$ cat src/common/uart_cfg_pkg.sv
package uart_cfg_pkg;

  // Width of the baud increment and of the NCO accumulator
  parameter int NcoWidth = 16;

  // Bits per character, also the FIFO word width
  parameter int DataWidth = 8;

  // FIFO levels are reported on 8-bit outputs
  parameter int MaxFifoDepth = 255;

endpackage

$ cat src/common/uart_frame_pkg.sv
package uart_frame_pkg;

  // Baud generator ticks per serial bit
  parameter int OversampleRate = 16;

  // Tick index of the sample point inside a bit
  parameter int SampleTick = 7;

  // Idle line and stop bit level
  parameter logic LineIdle = 1'b1;

  // Start bit level
  parameter logic LineStart = 1'b0;

endpackage

$ cat src/uart_baud_nco.sv
`timescale 1ns/1ns

module uart_baud_nco
  import uart_cfg_pkg::*;
(
  input  logic                clk_i,
  input  logic                rst_ni,
  input  logic                enable_i,
  input  logic [NcoWidth-1:0] nco_i,
  output logic                tick_o
);

  logic [NcoWidth-1:0] acc_q;
  logic [NcoWidth:0]   sum;
  logic                tick_q;

  // Carry out of the accumulator is the 16x tick
  assign sum = {1'b0, acc_q} + {1'b0, nco_i};

  always_ff @(posedge clk_i or negedge rst_ni) begin
    if (!rst_ni) begin
      acc_q  <= '0;
      tick_q <= 1'b0;
    end else if (enable_i) begin
      {tick_q, acc_q} <= sum;
    end else begin
      tick_q <= 1'b0;
    end
  end

  assign tick_o = tick_q;

endmodule

$ cat src/uart_fifo.sv
`timescale 1ns/1ns

module uart_fifo
  import uart_cfg_pkg::*;
#(
  parameter int Depth = 8
) (
  input  logic                 clk_i,
  input  logic                 rst_ni,
  input  logic                 clr_i,
  input  logic                 wvalid_i,
  input  logic [DataWidth-1:0] wdata_i,
  output logic                 wready_o,
  input  logic                 rready_i,
  output logic                 rvalid_o,
  output logic [DataWidth-1:0] rdata_o,
  output logic [7:0]           level_o
);

  // Depth is capped so that the level fits the 8-bit output
  localparam int CapDepth = (Depth > MaxFifoDepth) ? MaxFifoDepth : Depth;
  localparam int PtrW     = (CapDepth > 1) ? $clog2(CapDepth) : 1;
  localparam int CntW     = $clog2(CapDepth + 1);

  logic [DataWidth-1:0] mem_q [CapDepth];
  logic [PtrW-1:0]      wr_ptr_q;
  logic [PtrW-1:0]      rd_ptr_q;
  logic [CntW-1:0]      count_q;
  logic                 push;
  logic                 pop;

  assign wready_o = (count_q != CntW'(CapDepth));
  assign rvalid_o = (count_q != '0);
  assign push     = wvalid_i & wready_o & ~clr_i;
  assign pop      = rready_i & rvalid_o & ~clr_i;

  always_ff @(posedge clk_i or negedge rst_ni) begin
    if (!rst_ni) begin
      wr_ptr_q <= '0;
      rd_ptr_q <= '0;
      count_q  <= '0;
    end else if (clr_i) begin
      wr_ptr_q <= '0;
      rd_ptr_q <= '0;
      count_q  <= '0;
    end else begin
      if (push) begin
        wr_ptr_q <= (wr_ptr_q == PtrW'(CapDepth - 1)) ? '0 : wr_ptr_q + 1'b1;
      end
      if (pop) begin
        rd_ptr_q <= (rd_ptr_q == PtrW'(CapDepth - 1)) ? '0 : rd_ptr_q + 1'b1;
      end
      // Simultaneous push and pop leaves the count alone
      if (push && !pop) begin
        count_q <= count_q + 1'b1;
      end else if (pop && !push) begin
        count_q <= count_q - 1'b1;
      end
    end
  end

  always_ff @(posedge clk_i) begin
    if (push) begin
      mem_q[wr_ptr_q] <= wdata_i;
    end
  end

  assign rdata_o = mem_q[rd_ptr_q];
  assign level_o = 8'(count_q);

endmodule

$ cat src/uart_tx/uart_tx.sv
`timescale 1ns/1ns

module uart_tx
  import uart_cfg_pkg::*;
  import uart_frame_pkg::*;
(
  input  logic                 clk_i,
  input  logic                 rst_ni,
  input  logic                 enable_i,
  input  logic                 tick_i,
  input  logic                 parity_en_i,
  input  logic                 parity_odd_i,
  input  logic                 load_i,
  input  logic [DataWidth-1:0] data_i,
  output logic                 idle_o,
  output logic                 tx_o
);

  // Stop, parity, data and start bits
  localparam int FrameW   = DataWidth + 3;
  localparam int BitCntW  = $clog2(FrameW + 2);
  localparam int TickCntW = $clog2(OversampleRate);

  logic [TickCntW-1:0] tick_cnt_q;
  logic                baud_tick;
  logic [FrameW-1:0]   sreg_q;
  logic [BitCntW-1:0]  bit_cnt_q;
  logic                parity_bit;
  logic                tx_q;

  assign baud_tick  = tick_i && (tick_cnt_q == TickCntW'(OversampleRate - 1));
  assign parity_bit = (^data_i) ^ parity_odd_i;

  always_ff @(posedge clk_i or negedge rst_ni) begin
    if (!rst_ni) begin
      tick_cnt_q <= '0;
    end else if (!enable_i || baud_tick) begin
      tick_cnt_q <= '0;
    end else if (tick_i) begin
      tick_cnt_q <= tick_cnt_q + 1'b1;
    end
  end

  // Without parity the parity slot carries a second idle level
  always_ff @(posedge clk_i) begin
    if (load_i) begin
      sreg_q <= {LineIdle, parity_en_i ? parity_bit : LineIdle, data_i, LineStart};
    end else if (baud_tick && bit_cnt_q != '0) begin
      sreg_q <= {LineIdle, sreg_q[FrameW-1:1]};
    end
  end

  // One shift more than the frame so the stop bit lasts a full bit
  always_ff @(posedge clk_i or negedge rst_ni) begin
    if (!rst_ni) begin
      bit_cnt_q <= '0;
      tx_q      <= LineIdle;
    end else if (!enable_i) begin
      bit_cnt_q <= '0;
      tx_q      <= LineIdle;
    end else if (load_i) begin
      bit_cnt_q <= parity_en_i ? BitCntW'(FrameW + 1) : BitCntW'(FrameW);
    end else if (baud_tick && bit_cnt_q != '0) begin
      bit_cnt_q <= bit_cnt_q - 1'b1;
      tx_q      <= sreg_q[0];
    end
  end

  assign idle_o = (bit_cnt_q == '0);
  assign tx_o   = tx_q;

endmodule

$ cat src/uart_rx/uart_rx_filter.sv
`timescale 1ns/1ns

module uart_rx_filter
  import uart_frame_pkg::*;
(
  input  logic clk_i,
  input  logic rst_ni,
  input  logic nf_enable_i,
  input  logic rx_i,
  output logic rx_o
);

  logic sync_q1;
  logic sync_q2;
  logic hist_q1;
  logic hist_q2;
  logic vote;
  logic vote_q;

  // Synchronizer, history and vote register all start at the idle level
  always_ff @(posedge clk_i or negedge rst_ni) begin
    if (!rst_ni) begin
      sync_q1 <= LineIdle;
      sync_q2 <= LineIdle;
      hist_q1 <= LineIdle;
      hist_q2 <= LineIdle;
      vote_q  <= LineIdle;
    end else begin
      sync_q1 <= rx_i;
      sync_q2 <= sync_q1;
      hist_q1 <= sync_q2;
      hist_q2 <= hist_q1;
      vote_q  <= vote;
    end
  end

  // 2-of-3 majority rejects single-cycle spikes
  assign vote = (sync_q2 & hist_q1) | (sync_q2 & hist_q2) | (hist_q1 & hist_q2);

  assign rx_o = nf_enable_i ? vote_q : sync_q2;

endmodule

$ cat src/uart_rx/uart_rx.sv
`timescale 1ns/1ns

module uart_rx
  import uart_cfg_pkg::*;
  import uart_frame_pkg::*;
(
  input  logic                 clk_i,
  input  logic                 rst_ni,
  input  logic                 enable_i,
  input  logic                 tick_i,
  input  logic                 parity_en_i,
  input  logic                 parity_odd_i,
  input  logic                 rx_i,
  output logic                 valid_o,
  output logic [DataWidth-1:0] data_o,
  output logic                 frame_err_o,
  output logic                 parity_err_o,
  output logic                 idle_o
);

  localparam int TickCntW = $clog2(OversampleRate);
  localparam int BitCntW  = $clog2(DataWidth + 3);

  logic [TickCntW-1:0]  tick_cnt_q;
  logic [BitCntW-1:0]   bit_cnt_q;
  logic [BitCntW-1:0]   last_bit;
  logic                 idle_q;
  logic                 rx_prev_q;
  logic                 start_edge;
  logic                 sample;
  logic [DataWidth-1:0] data_q;
  logic                 par_q;
  logic                 valid_q;
  logic                 frame_err_q;
  logic                 parity_err_q;

  // Bit 0 is the start bit, the stop bit comes last
  assign last_bit   = parity_en_i ? BitCntW'(DataWidth + 2) : BitCntW'(DataWidth + 1);
  assign start_edge = idle_q && tick_i && (rx_prev_q == LineIdle) && (rx_i == LineStart);
  assign sample     = !idle_q && tick_i && (tick_cnt_q == TickCntW'(SampleTick));

  always_ff @(posedge clk_i or negedge rst_ni) begin
    if (!rst_ni) begin
      idle_q       <= 1'b1;
      rx_prev_q    <= LineIdle;
      tick_cnt_q   <= '0;
      bit_cnt_q    <= '0;
      valid_q      <= 1'b0;
      frame_err_q  <= 1'b0;
      parity_err_q <= 1'b0;
    end else if (!enable_i) begin
      idle_q       <= 1'b1;
      rx_prev_q    <= LineIdle;
      tick_cnt_q   <= '0;
      bit_cnt_q    <= '0;
      valid_q      <= 1'b0;
      frame_err_q  <= 1'b0;
      parity_err_q <= 1'b0;
    end else begin
      valid_q      <= 1'b0;
      frame_err_q  <= 1'b0;
      parity_err_q <= 1'b0;
      if (tick_i) begin
        rx_prev_q <= rx_i;
      end
      if (start_edge) begin
        // The detecting tick counts as tick 0 of the start bit
        idle_q     <= 1'b0;
        tick_cnt_q <= TickCntW'(1);
        bit_cnt_q  <= '0;
      end else if (!idle_q && tick_i) begin
        if (tick_cnt_q == TickCntW'(OversampleRate - 1)) begin
          tick_cnt_q <= '0;
        end else begin
          tick_cnt_q <= tick_cnt_q + 1'b1;
        end
        if (sample) begin
          bit_cnt_q <= bit_cnt_q + 1'b1;
          if (bit_cnt_q == '0 && rx_i != LineStart) begin
            // Glitch rather than a start bit
            idle_q <= 1'b1;
          end else if (bit_cnt_q == last_bit) begin
            idle_q       <= 1'b1;
            valid_q      <= 1'b1;
            frame_err_q  <= (rx_i != LineIdle);
            parity_err_q <= parity_en_i && (par_q != ((^data_q) ^ parity_odd_i));
          end
        end
      end
    end
  end

  // Data arrives LSB first
  always_ff @(posedge clk_i) begin
    if (sample && bit_cnt_q != '0 && bit_cnt_q <= BitCntW'(DataWidth)) begin
      data_q <= {rx_i, data_q[DataWidth-1:1]};
    end
    if (sample && bit_cnt_q == BitCntW'(DataWidth + 1)) begin
      par_q <= rx_i;
    end
  end

  assign valid_o      = valid_q;
  assign data_o       = data_q;
  assign frame_err_o  = frame_err_q;
  assign parity_err_o = parity_err_q;
  assign idle_o       = idle_q;

endmodule

$ cat src/uart_core.sv
`timescale 1ns/1ns

module uart_core
  import uart_cfg_pkg::*;
  import uart_frame_pkg::*;
#(
  parameter int TxFifoDepth = 8,
  parameter int RxFifoDepth = 8
) (
  input  logic                 clk_i,
  input  logic                 rst_ni,
  input  logic [NcoWidth-1:0]  nco_i,
  input  logic                 tx_enable_i,
  input  logic                 rx_enable_i,
  input  logic                 parity_en_i,
  input  logic                 parity_odd_i,
  input  logic                 nf_enable_i,
  input  logic                 tx_fifo_clr_i,
  input  logic                 rx_fifo_clr_i,
  input  logic                 wvalid_i,
  input  logic [DataWidth-1:0] wdata_i,
  input  logic                 rready_i,
  input  logic                 rx_i,
  output logic                 rvalid_o,
  output logic [DataWidth-1:0] rdata_o,
  output logic                 tx_o,
  output logic                 tx_full_o,
  output logic                 tx_empty_o,
  output logic                 tx_idle_o,
  output logic                 rx_empty_o,
  output logic                 rx_full_o,
  output logic                 rx_idle_o,
  output logic [7:0]           tx_level_o,
  output logic [7:0]           rx_level_o,
  output logic                 tx_done_o,
  output logic                 rx_frame_err_o,
  output logic                 rx_parity_err_o,
  output logic                 rx_overflow_o
);

  logic                 tick_baud_x16;
  logic                 tx_fifo_wready;
  logic                 tx_fifo_rvalid;
  logic [DataWidth-1:0] tx_fifo_data;
  logic                 tx_pop;
  logic                 tx_ser_idle;
  logic                 tx_ser_idle_q;
  logic                 tx_serial;
  logic                 tx_q;
  logic                 rx_filtered;
  logic                 rx_valid;
  logic [DataWidth-1:0] rx_data;
  logic                 rx_frame_err;
  logic                 rx_parity_err;
  logic                 rx_fifo_wvalid;
  logic                 rx_fifo_wready;
  logic                 rx_fifo_rvalid;

  uart_baud_nco u_baud_nco (
    .clk_i    (clk_i),
    .rst_ni   (rst_ni),
    .enable_i (tx_enable_i | rx_enable_i),
    .nco_i    (nco_i),
    .tick_o   (tick_baud_x16)
  );

  ////////////////////
  // TX path
  ////////////////////

  // Next byte goes out once the serializer has finished the last one
  assign tx_pop = tx_ser_idle & tx_fifo_rvalid & tx_enable_i;

  uart_fifo #(
    .Depth (TxFifoDepth)
  ) u_tx_fifo (
    .clk_i    (clk_i),
    .rst_ni   (rst_ni),
    .clr_i    (tx_fifo_clr_i),
    .wvalid_i (wvalid_i),
    .wdata_i  (wdata_i),
    .wready_o (tx_fifo_wready),
    .rready_i (tx_pop),
    .rvalid_o (tx_fifo_rvalid),
    .rdata_o  (tx_fifo_data),
    .level_o  (tx_level_o)
  );

  uart_tx u_tx (
    .clk_i        (clk_i),
    .rst_ni       (rst_ni),
    .enable_i     (tx_enable_i),
    .tick_i       (tick_baud_x16),
    .parity_en_i  (parity_en_i),
    .parity_odd_i (parity_odd_i),
    .load_i       (tx_pop),
    .data_i       (tx_fifo_data),
    .idle_o       (tx_ser_idle),
    .tx_o         (tx_serial)
  );

  always_ff @(posedge clk_i or negedge rst_ni) begin
    if (!rst_ni) begin
      tx_q          <= LineIdle;
      tx_ser_idle_q <= 1'b1;
    end else begin
      tx_q          <= tx_serial;
      tx_ser_idle_q <= tx_ser_idle;
    end
  end

  assign tx_o       = tx_q;
  assign tx_full_o  = ~tx_fifo_wready;
  assign tx_empty_o = ~tx_fifo_rvalid;
  assign tx_idle_o  = tx_ser_idle & ~tx_fifo_rvalid;
  // Last frame finished with nothing left to send
  assign tx_done_o  = tx_ser_idle & ~tx_ser_idle_q & ~tx_fifo_rvalid;

  ////////////////////
  // RX path
  ////////////////////

  uart_rx_filter u_rx_filter (
    .clk_i       (clk_i),
    .rst_ni      (rst_ni),
    .nf_enable_i (nf_enable_i),
    .rx_i        (rx_i),
    .rx_o        (rx_filtered)
  );

  uart_rx u_rx (
    .clk_i        (clk_i),
    .rst_ni       (rst_ni),
    .enable_i     (rx_enable_i),
    .tick_i       (tick_baud_x16),
    .parity_en_i  (parity_en_i),
    .parity_odd_i (parity_odd_i),
    .rx_i         (rx_filtered),
    .valid_o      (rx_valid),
    .data_o       (rx_data),
    .frame_err_o  (rx_frame_err),
    .parity_err_o (rx_parity_err),
    .idle_o       (rx_idle_o)
  );

  // Bad frames are reported but never stored
  assign rx_fifo_wvalid = rx_valid & ~rx_frame_err & ~rx_parity_err;

  uart_fifo #(
    .Depth (RxFifoDepth)
  ) u_rx_fifo (
    .clk_i    (clk_i),
    .rst_ni   (rst_ni),
    .clr_i    (rx_fifo_clr_i),
    .wvalid_i (rx_fifo_wvalid),
    .wdata_i  (rx_data),
    .wready_o (rx_fifo_wready),
    .rready_i (rready_i),
    .rvalid_o (rx_fifo_rvalid),
    .rdata_o  (rdata_o),
    .level_o  (rx_level_o)
  );

  assign rvalid_o        = rx_fifo_rvalid;
  assign rx_empty_o      = ~rx_fifo_rvalid;
  assign rx_full_o       = ~rx_fifo_wready;
  assign rx_overflow_o   = rx_fifo_wvalid & ~rx_fifo_wready;
  assign rx_frame_err_o  = rx_frame_err;
  assign rx_parity_err_o = rx_parity_err;

endmodule

$ cat config.mk
export PLATFORM = sky130hd
export DESIGN_NAME = uart_core
export DESIGN_NICKNAME = d
export VERILOG_FILES = /design/src/common/uart_cfg_pkg.sv /design/src/common/uart_frame_pkg.sv /design/src/uart_baud_nco.sv /design/src/uart_fifo.sv /design/src/uart_tx/uart_tx.sv /design/src/uart_rx/uart_rx_filter.sv /design/src/uart_rx/uart_rx.sv /design/src/uart_core.sv
export SDC_FILE = /design/constraint.sdc
export NUM_CORES = 1
export LEC_CHECK = 0
export ABC_AREA = 1
export BUFFER_PORTS_ARGS = -buffer_cell sky130_fd_sc_hd__buf_2
export CAP_MARGIN = 20
export CORE_ASPECT_RATIO = 1.25
export CORE_UTILIZATION = 35
export CTS_CLUSTER_SIZE = 24
export DETAILED_ROUTE_END_ITERATION = 8
export PLACE_DENSITY = 0.56
export SLEW_MARGIN = 20
export SYNTH_ARGS = -nofsm -noshare
export SYNTH_HDL_FRONTEND = slang
export SYNTH_HIERARCHICAL = 1
export SYNTH_SLANG_ARGS = --single-unit
$ cat constraint.sdc
create_clock -name clk_i -period 2.6 [get_ports clk_i]
set_clock_uncertainty 0.1 [all_clocks]
set_input_delay 0.13 -clock clk_i [delete_from_list [all_inputs] [get_ports clk_i]]
set_output_delay 0.13 -clock clk_i [all_outputs]
set_load 0.02 [all_outputs]
==> impl_metrics.tcl, run 1 <==
set metrics [dict create \
    drt_iter0_markers 364 \
    crit_fanout 13 \
    synth-simple-area-share_pct 22.6 \
    holdWs_ns 0.0204 \
    antenna_found_initial 0 \
    yosysWarnings 6 \
    cpMaxStageDelayCell "dfrtp_1" \
    netlist_area_um2 10600 \
    grt_max_degree 67 \
    slowest_delay_ns 0.47 \
    fin_crit_sh_pct 92.0 \
    cts_buffers 24 \
    period_needed_ns 2.39 \
    synth_compound_area_share_pct 8.47 \
    clockBufferDepth 3 \
    ys_ff_latch 213 \
    power_mw 11.8 \
    synthAdderAreaFrac_pct 4.71 \
    rsz0062_at_grt "no" \
    yosysMostFrequentCell "nand2_1" \
    outcome "finished clean" \
    post-cts-setup-buffers 0 \
    synth_mux_area_share_pct 0 \
    wl_per_cell_um 13.4 \
    cts.sinks 213 \
    final.fill_count 2850 \
    die_x_um 157 \
    cap_violations 0 \
    synth_async_sr_flop_share_pct 31.0 \
    ys.flop_type "edfxtp_1" \
    dpl.hpwl_um 15500 \
    ir_worst_vdd_uv 600 \
    worst_ep_arrival_time_ns 2.57 \
    critPathTopFamily "simple AND/OR/NAND/NOR gates" \
    routed_via_density 4.66 \
    dr_wl_met3_um 986 \
    drc 0 \
    hold_path_class "input port to flop" \
    hold_viol 0 \
    path_clk_slew_ns 0.06 \
    fmax_mhz 418 \
    topRoutingLayerUsed "met4" \
    die_area_um2 30900 \
    via_count 7701 \
    end_kind "flop" \
    ys_types 46 \
    yosysTopAreaCell "edfxtp_1" \
    tns_ns 0 \
    io-pin-count 72 \
    cpMostUsedCell "nand2_1" \
    wl_met1_um 9710 \
    p_leak_nw 5.46 \
    worstMarginPinSlew_ns 0.875 \
    synth_top_area_share_pct 41.4 \
    grt_pass1_wl_um 36800 \
    cp_cell_sequence "buf_4 > o21ai_0 > o21ai_1 > a21oi_1 > a31oi_1 > inv_1 > nand2_1 > nand2_1 > nand2_1 > nand2_1 > nand2_1 > nand2_1 > nand2_1 > nand3_1 > nand2_1 > inv_1" \
    track_usage_pct 14.8 \
    slew_viol_final 0 \
    initial_core_util_pct 35.8 \
    cts_tree "built" \
    synth_edf_count 146 \
    rows 70 \
    yosys.area_share.xor_xnor_pct 0.828 \
    ys_seq_area_share_pct 57.4 \
    root_buffer "clkbuf_16" \
    synth_top_family_by_area "simple AND/OR/NAND/NOR gates" \
    drive_gt1_share_pct 17.3 \
    max-slew-margin-rel_pct 41.7 \
    syn_area_per_cell_um2 9.48 \
    setup_viol 0 \
    grt_pass1_vias 7615 \
    ant_nets 0 \
    syn_inst 1116 \
    dr_wl_met2_um 11100 \
    required_ns 2.78 \
    overflow 0 \
    worstSkewPairLatency_ns 0.52 \
    place_congestion 0.841 \
    routed_wl_um 22200 \
    synth_common_cells "285 x nand2_1, 146 x edfxtp_1, 132 x nor2_1, 97 x inv_1, 69 x o21ai_0" \
    start_kind "flop" \
    power_density_nw_per_um2 933 \
    core_area_um2 29500 \
    final_nets 1313 \
    ctsHtreeMaxLevel 1 \
    synth_area_leaders "edfxtp_1 41%, dfrtp_1 13%, nand2_1 10%" \
    synthToLayoutAreaGrowth_pct 19.3 \
    critPathKind "flop to flop" \
    dieHeight_um 196 \
    portBuffers 63 \
    n_antenna_cell 0 \
    critPathBufInv 3 \
    drt-pass1-iter-count 4 \
]
[registers in the layout (all words and copies together) (netlist names), 4 cells and up]
name,count
u_baud_nco/acc_q,16
u_tx_fifo/count_q,4
u_rx/bit_cnt_q,4
u_rx/data_o,8
u_tx/sreg_q,10
u_tx/tick_cnt_q,4
u_rx_fifo/count_q,4
u_tx_fifo/mem_q,64
u_rx_fifo/mem_q,64
u_rx/tick_cnt_q,4
u_tx/bit_cnt_q,4
[tightest hold or removal path: stages]
cell and delay (ns):
buf_2 0.09, ha_1 0.19, nand2_1 0.07, nand3_1 0.07
nand2_1 0.05
[kinds of logic (layout without fill, tap and decap cells)]
kind of cell / after synthesis / in the layout
buffers and inverters: 149 / 284
adder cells (fa/ha/maj): 38 / 38
other: 2 / 8
XOR/XNOR: 10 / 10
AND/OR/NAND/NOR: 535 / 535
AO/OA/AOI/OAI: 169 / 169
flip-flops: 213 / 213
[cell usage in the layout, fill, tap and decap left out, types with 6 or more instances in the layout]
| cell | instances |
|---|---|
| o21ai_0 | 69 |
| nor2_2 | 11 |
| nand2_4 | 8 |
| conb_1 | 8 |
| buf_4 | 26 |
| nand2_1 | 285 |
| ha_1 | 35 |
| inv_1 | 97 |
| a31oi_1 | 15 |
| inv_2 | 17 |
| a21oi_1 | 37 |
| nand3_2 | 6 |
| nand2_2 | 16 |
| dfrtp_1 | 55 |
| edfxtp_1 | 146 |
| nand3_1 | 42 |
| clkbuf_16 | 25 |
| nor2_1 | 132 |
| dlygate4sd3_1 | 30 |
| o21ai_1 | 37 |
| clkinv_1 | 6 |
| buf_2 | 62 |
| nor3_1 | 7 |
| dfstp_2 | 10 |
| or2_1 | 7 |
[path summary, 6_finish.rpt]
check,end,slack [ns],startpoint,depth (start not counted)
max,u_tx/sreg_q[9],0.21,u_tx_fifo/rd_ptr_q[1],16
min,u_baud_nco/acc_q[6],0.02,nco_i[6],5
max reg2reg,u_tx/sreg_q[9],0.21,u_tx_fifo/rd_ptr_q[1],16
min reg2reg,u_rx_filter/sync_q2,0.26,u_rx_filter/sync_q1,0
max in group asynchronous,u_tx_fifo/rd_ptr_q[0],1.63,rst_ni,2
min in group asynchronous,u_baud_nco/acc_q[5],0.18,rst_ni,2
[cell type report]
cell class	instances	area, um^2	area share, %
clock inverters	13	151	1.20
multi-input cells	760	3920	31.1
clock buffers	31	668	5.30
repair buffers	120	846	6.71
well taps	396	495	3.93
inverters	120	465	3.69
flip-flops and latches	213	6070	48.1
[power breakdown]
part / total (mW) / switching, mW / internal (mW)
Clock: 3.49 / 1.37 / 2.12
Sequential: 4.30 / 0.281 / 4.02
Combinational: 3.99 / 2.56 / 1.43
[per-stage QoR]
stage	std cells	instance area [um^2]	util (%)	setup WS, ns
after floorplan	1122	10600	-	0.198
after global placement	1579	11500	38.9	0.276
after detailed placement	1579	11500	38.9	0.204
after CTS	1653	12600	42.7	0.185
after global routing	1653	12600	42.7	0.0145
final	1653	12600	42.7	0.209
[per-layer routing]
metal  up-vias  global-route usage [%]
met5         -                       0
met4         0                    4.78
met3        22                    2.44
met2       140                    26.5
met1      3599                    18.0
li1       3940                       -
[what timing repair did]
| item | in CTS | in global routing |
|---|---|---|
| resized for setup | 0 | 4 |
| hold endpoints to repair | 171 | 0 |
| hold buffers | 30 | 0 |
| endpoints found under the setup margin | 0 | 2 |
Power figures use the tool's default switching activity.
==> run 2: changes to the inputs <==
--- a/config.mk
+++ b/config.mk
@@ -5,7 +5,6 @@
 export SDC_FILE = /design/constraint.sdc
 export NUM_CORES = 1
 export LEC_CHECK = 0
-export ABC_AREA = 1
 export BUFFER_PORTS_ARGS = -buffer_cell sky130_fd_sc_hd__buf_2
 export CAP_MARGIN = 20
 export CORE_ASPECT_RATIO = 1.25
==> run 2 against run 1 <==
The run now ends with setup timing left. Fmax down 8.9%. Synthesized cell count down 33%. Clock power down 2%. Global-route usage down 0.58 points. Power about the same. Final cell count down 22%. Count of clock-buffer cells in the layout down 2. Critical path type unchanged. Critical endpoint is now u_tx_fifo/count_q[3]. Largest cell class unchanged. Largest power group unchanged.
==> impl_metrics.tcl, run 2 <==
set metrics [dict create \
    outcome "finished, violations left" \
    violations "setup timing" \
    ctsHtreeMaxLevel 1 \
    dp_cells 1224 \
    synth_compound_area_share_pct 9.10 \
    synth_async_sr_flop_share_pct 31.0 \
    critPathTopFamily "simple AND/OR/NAND/NOR gates" \
    min_path_cells 5 \
    synth-simple-area-share_pct 11.0 \
    hold_viol 0 \
    ys_ff_latch 213 \
    dieHeight_um 194 \
    yosysMostFrequentCell "edfxtp_1" \
    ys_seq_area_share_pct 58.6 \
    root_buffer "clkbuf_16" \
    drive_gt1_share_pct 27.4 \
    wl_per_cell_um 16.5 \
    rsz0062_at_grt "yes" \
    synthToLayoutAreaGrowth_pct 19.6 \
    rows 70 \
    wl_met1_um 8730 \
    cpMostUsedCell "a21o_1" \
    final_common_cell "edfxtp_1" \
    via_count 6401 \
    critPathBufInv 0 \
    initial_core_util_pct 35.5 \
    n_antenna_cell 0 \
    worstSkewPairLatency_ns 0.51 \
    synth_area_leaders "edfxtp_1 42%, dfrtp_1 14%, mux4_2 7.0%" \
    netlist_area_um2 10400 \
    drt-pass1-iter-count 4 \
    routed_via_density 4.97 \
    ys_types 88 \
    r2r-start "u_tx_fifo/count_q[3]" \
    grt_pass1_wl_um 34200 \
    critPathKind "flop to flop" \
    place_area_um2 11300 \
    worst-r2r-setup-slack_ns -0.02 \
    cts.sinks 213 \
    yosysTopAreaCell "edfxtp_1" \
    cts_tree "built" \
    hold_path_class "input port to flop" \
    required_ns 2.88 \
    core_area_um2 29200 \
    syn_area_per_cell_um2 13.8 \
    dr_wl_met3_um 757 \
    crit_fanout 2 \
    worst_ep_arrival_time_ns 2.90 \
    synth_common_cells "146 x edfxtp_1, 65 x nand2_1, 56 x dfrtp_1, 37 x a21oi_1, 36 x nor2_1" \
    max-slew-margin-rel_pct 56.3 \
    power_density_nw_per_um2 951 \
    die_x_um 156 \
    fin_crit_sh_pct 101 \
    ys.flop_type "edfxtp_1" \
    final.fill_count 2668 \
    topRoutingLayerUsed "met4" \
    cp_cell_sequence "or4_4 > and3_4 > o41ai_4 > nand2_1 > ha_1 > a21o_1 > a21o_1 > a311oi_1 > o31ai_1" \
    worstHoldEndpoint "u_rx_fifo/rd_ptr_q[1]" \
    worstMarginPinSlew_ns 0.655 \
    track_usage_pct 14.3 \
    overflow 0 \
    synth_edf_count 146 \
    slowest_delay_ns 0.54 \
    setup_ws_ns -0.0248 \
    syn_inst 749 \
    ir_worst_vdd_uv 489 \
    io-pin-count 72 \
    p_leak_nw 4.64 \
    routed_wl_um 21200 \
    seq_area_um2 6070 \
    synth_mux_area_share_pct 10.4 \
    holdWs_ns 0.0555 \
    grt_pass1_vias 6524 \
    dpl.hpwl_um 14400 \
    synth_top_area_share_pct 42.3 \
    largest_registers "u_rx_fifo/mem_q: 64 flops, u_tx_fifo/mem_q: 64 flops, u_baud_nco/acc_q: 16 flops" \
    cap_violations 0 \
    multi_input_area_um2 4040 \
    fmax_mhz 381 \
    synth_top_family_by_area "simple AND/OR/NAND/NOR gates" \
    ant_nets 0 \
    setup_viol 1 \
    regToRegEndpoint "u_tx_fifo/count_q[3]" \
    finalInstanceArea_um2 12400 \
    slew_viol_final 0 \
    dr_wl_met2_um 11100 \
    start_kind "flop" \
    r2r_cells 9 \
    period_needed_ns 2.62 \
    final_nets 948 \
    clockBufferDepth 3 \
    path_clk_slew_ns 0.06 \
    drc 0 \
    grt_max_degree 48 \
    cts_buffers 23 \
    drt_iter0_markers 329 \
    portBuffers 63 \
    min_from "rready_i" \
    die_area_um2 30300 \
    synthAdderAreaFrac_pct 4.92 \
    antenna_found_initial 0 \
    place_congestion 0.797 \
    final_cell_mix "146 x edfxtp_1, 65 x nand2_1, 62 x buf_2" \
    cpMaxStageDelayCell "or4_4" \
    end_kind "flop" \
    yosys.area_share.xor_xnor_pct 2.89 \
    yosysWarnings 6 \
    final_cells 1287 \
]
run 2: what timing repair did:
| item | CTS | global route |
|---|---|---|
| hold buffers | 21 | 0 |
| gates cloned | 0 | 0 |
| buffers inserted | 0 | 0 |
| resized for setup | 2 | 5 |
| pin swaps | 0 | 5 |
| setup endpoints to repair | 2 | 3 |
| endpoints found under the hold margin | 156 | 0 |
run 2: worst max-delay path by stage:
stage / startpoint / endpoint / slack [ns] / depth (start not counted)
floorplan: u_tx_fifo/count_q[3] / u_tx_fifo/count_q[3] / -0.11 / 9
global placement: u_tx_fifo/rd_ptr_q[0] / u_tx/sreg_q[9] / 0.02 / 7
detailed placement: u_tx_fifo/count_q[3] / u_tx_fifo/count_q[3] / -0.04 / 9
CTS: u_tx_fifo/count_q[3] / u_tx_fifo/count_q[3] / 0.003 / 9
global route: u_tx_fifo/count_q[3] / u_tx_fifo/count_q[3] / -0.09 / 9
finish: u_tx_fifo/count_q[3] / u_tx_fifo/count_q[3] / -0.02 / 9
run 2: area by class of cell:
type                       instances  share of cell area, %
sequential                       213                   49.0
multi-input combinational        481                   32.7
timing repair buffer             128                   7.09
clock buffer                      29                   4.99
tap                              396                   4.00
clock inverter                    13                   1.39
inverter                          27                  0.819
run 2: cells by family after synthesis:
group                      after synthesis
and+or+nand+nor                        211
DFF                                    213
xor gates and xnor gates                31
other                                    2
adders and majority gates               39
muxes                                   64
buffers and inverters                   61
AOI/OAI and AO/OA                      128
run 2: worst register-to-register path: cells and delay by family (launching register included):
kind | cells | cell delay, ns
AOI/OAI and AO/OA | 5 | 0.85
adders and majority gates | 1 | 0.29
DFF | 1 | 0.40
and+or+nand+nor | 3 | 0.86
run 2: through the flow:
stage                     util [%]  total power, mW  TNS (ns)  worst slack (ns)
final                         42.5             11.8   -0.0248           -0.0248
after detailed placement      38.9             8.38   -0.0579           -0.0403
after CTS                     42.3             11.9         0           0.00258
after global routing          42.5             12.5    -0.166           -0.0869
after floorplan                  -             7.40    -0.109            -0.109
after global placement        38.9             8.31         0            0.0171
run 2: power by group:
part / switching (mW) / total (mW) / internal, mW
logic: 2.18 / 4.09 / 1.91
registers: 0.271 / 4.29 / 4.02
clock network: 1.32 / 3.41 / 2.08
run 2: layer usage:
layer | global-route usage, % | up-vias
met5 | 0 | -
met4 | 5.12 | 0
met3 | 2.16 | 41
met2 | 25.8 | 112
met1 | 17.0 | 3164
li1 | - | 3084
==> run 3: changes to the inputs <==
--- a/config.mk
+++ b/config.mk
@@ -8,6 +8,7 @@
 export BUFFER_PORTS_ARGS = -buffer_cell sky130_fd_sc_hd__buf_2
 export CAP_MARGIN = 20
 export CORE_ASPECT_RATIO = 1.25
+export CORE_MARGIN = 4
 export CORE_UTILIZATION = 35
 export CTS_CLUSTER_SIZE = 24
 export DETAILED_ROUTE_END_ITERATION = 8
==> constraint.sdc (replaced) <==
create_clock -name clk_i -period 2.6 [get_ports clk_i]
set_clock_uncertainty 0.1 [all_clocks]
set_input_delay 0.26 -clock clk_i [delete_from_list [all_inputs] [get_ports clk_i]]
set_output_delay 0.26 -clock clk_i [all_outputs]
set_load 0.02 [all_outputs]
==> run 3 against run 2 <==
The flow now finishes without violations. Non-clock buffer count fell by 6. Sequential power barely moved. Power fell by 1.1%. Largest power group unchanged. Highest routed layer unchanged.
==> impl_metrics.tcl, run 3 (synthesized netlist as in run 2, its figures left out) <==
set metrics [dict create \
    drive_gt1_share_pct 27.2 \
    dieHeight_um 200 \
    fmax_mhz 389 \
    place_area_um2 11300 \
    die_area_um2 32400 \
    wl_per_cell_um 16.8 \
    portBuffers 63 \
    dp_cells 1220 \
    p_leak_nw 4.60 \
    core_area_um2 29300 \
    rsz0062_at_grt "yes" \
    holdWs_ns 0.0520 \
    final_cells 1283 \
    ctsHtreeMaxLevel 1 \
    finalInstanceArea_um2 12300 \
    grt_max_degree 45 \
    fin_crit_sh_pct 98.8 \
    critPathBufInv 0 \
    final.fill_count 2726 \
    cts_buffers 24 \
    final_cell_mix "146 x edfxtp_1, 65 x nand2_1, 62 x buf_2" \
    grt_pass1_vias 6541 \
    cts_tree "built" \
    largest_registers "u_rx_fifo/mem_q: 64 flops, u_tx_fifo/mem_q: 64 flops, u_baud_nco/acc_q: 16 flops" \
    synthToLayoutAreaGrowth_pct 18.9 \
    max-slew-margin-rel_pct 38.1 \
    final_common_cell "edfxtp_1" \
    critPathTopFamily "simple AND/OR/NAND/NOR gates" \
    crit_fanout 2 \
    worstMarginPinSlew_ns 0.925 \
    die_x_um 162 \
    overflow 0 \
    slowest_delay_ns 0.54 \
    n_antenna_cell 0 \
    period_needed_ns 2.57 \
    clockBufferDepth 3 \
    routed_wl_um 21500 \
    path_clk_slew_ns 0.06 \
    worstSkewPairLatency_ns 0.52 \
    cp.depth 9 \
    hold_viol 0 \
    place_congestion 0.836 \
    critPathKind "flop to flop" \
    r2r_cells 9 \
    cpMaxStageDelayCell "or4_4" \
    dpl.hpwl_um 14900 \
    hold_path_class "input port to flop" \
    via_count 6333 \
    root_buffer "clkbuf_16" \
    power_mw 11.6 \
    cts.sinks 213 \
    ir_worst_vdd_uv 618 \
    end_kind "flop" \
    outcome "finished clean" \
    min_path_cells 2 \
    ant_nets 0 \
    drt-pass1-iter-count 4 \
    initial_core_util_pct 35.4 \
    start_kind "flop" \
    antenna_found_initial 0 \
    worst_ep_arrival_time_ns 2.88 \
    io-pin-count 72 \
    drt_iter0_markers 316 \
    rows 70 \
    cp_cell_sequence "or4_4 > and3_4 > o41ai_4 > nand2_1 > ha_1 > a21o_1 > a2111oi_1 > a311oi_1 > o31ai_1" \
    cap_violations 0 \
    track_usage_pct 13.2 \
    final_nets 943 \
    grt_pass1_wl_um 35000 \
    drc 0 \
    slew_viol_final 0 \
    setup_viol 0 \
    required_ns 2.91 \
    routed_via_density 4.94 \
    power_density_nw_per_um2 946 \
]
## run 3: cell count changes in the layout (fill, tap and decap cells not counted), moves of 2 or more
cell / delta
buf_4: -4
dlygate4sd3_1: -4
clkinv_1: +3
a2111oi_1: +2
buf_6: +2
bufinv_16: -2
clkbuf_1: +2
dfrtp_1: -2
dfrtp_2: +2
## run 3: cell type report
cell class	instances	area [um^2]	area share, %
inverter	27	101	0.823
multi-input combinational	481	4040	32.8
clock buffer	31	637	5.17
sequential	213	6070	49.3
clock inverter	13	128	1.04
tap	396	495	4.02
timing repair buffer	122	836	6.79
## run 3: timing repair
item                                    CTS  global route
hold buffers                             17             0
resized for setup                         1            12
buffers inserted                          0             2
pin swaps                                 0             5
endpoints found under the setup margin    1             3
hold endpoints to repair                118             0
## run 3: power by group
part	switching [mW]	total [mW]	internal (mW)
clock	1.34	3.27	1.93
combinational	2.19	4.10	1.91
sequential	0.260	4.28	4.02
total	3.79	11.6	7.86
## run 3: final timing paths
path                                      start                   end  slack, ns
setup reg to reg           u_tx_fifo/count_q[3]  u_tx_fifo/count_q[3]       0.03
max in group asynchronous                rst_ni   u_rx_filter/sync_q1       1.52
setup / recovery           u_tx_fifo/count_q[3]  u_tx_fifo/count_q[3]       0.03
min in group asynchronous                rst_ni  u_rx_fifo/count_q[2]       0.19
hold reg to reg             u_rx_filter/sync_q1   u_rx_filter/sync_q2       0.26
hold / removal                      parity_en_i     u_rx/parity_err_o       0.05
## run 3: per-stage QoR
step                      setup TNS, ns  setup WS [ns]  util (%)
after global routing            -0.0817        -0.0581      42.1
after global placement                0         0.0473      38.7
after floorplan                  -0.109         -0.109         -
after CTS                             0         0.0160      41.9
after detailed placement              0         0.0311      38.7
final                                 0         0.0312      42.1
## run 3: per-layer routing
metal | track usage, % | wire length (um) | share of wire (%)
met4 | 3.45 | 397 | 1.8
met5 | 0 | 0 | 0
met1 | 16.6 | 9150 | 42
met3 | 1.87 | 694 | 3.2
met2 | 24.0 | 11300 | 52
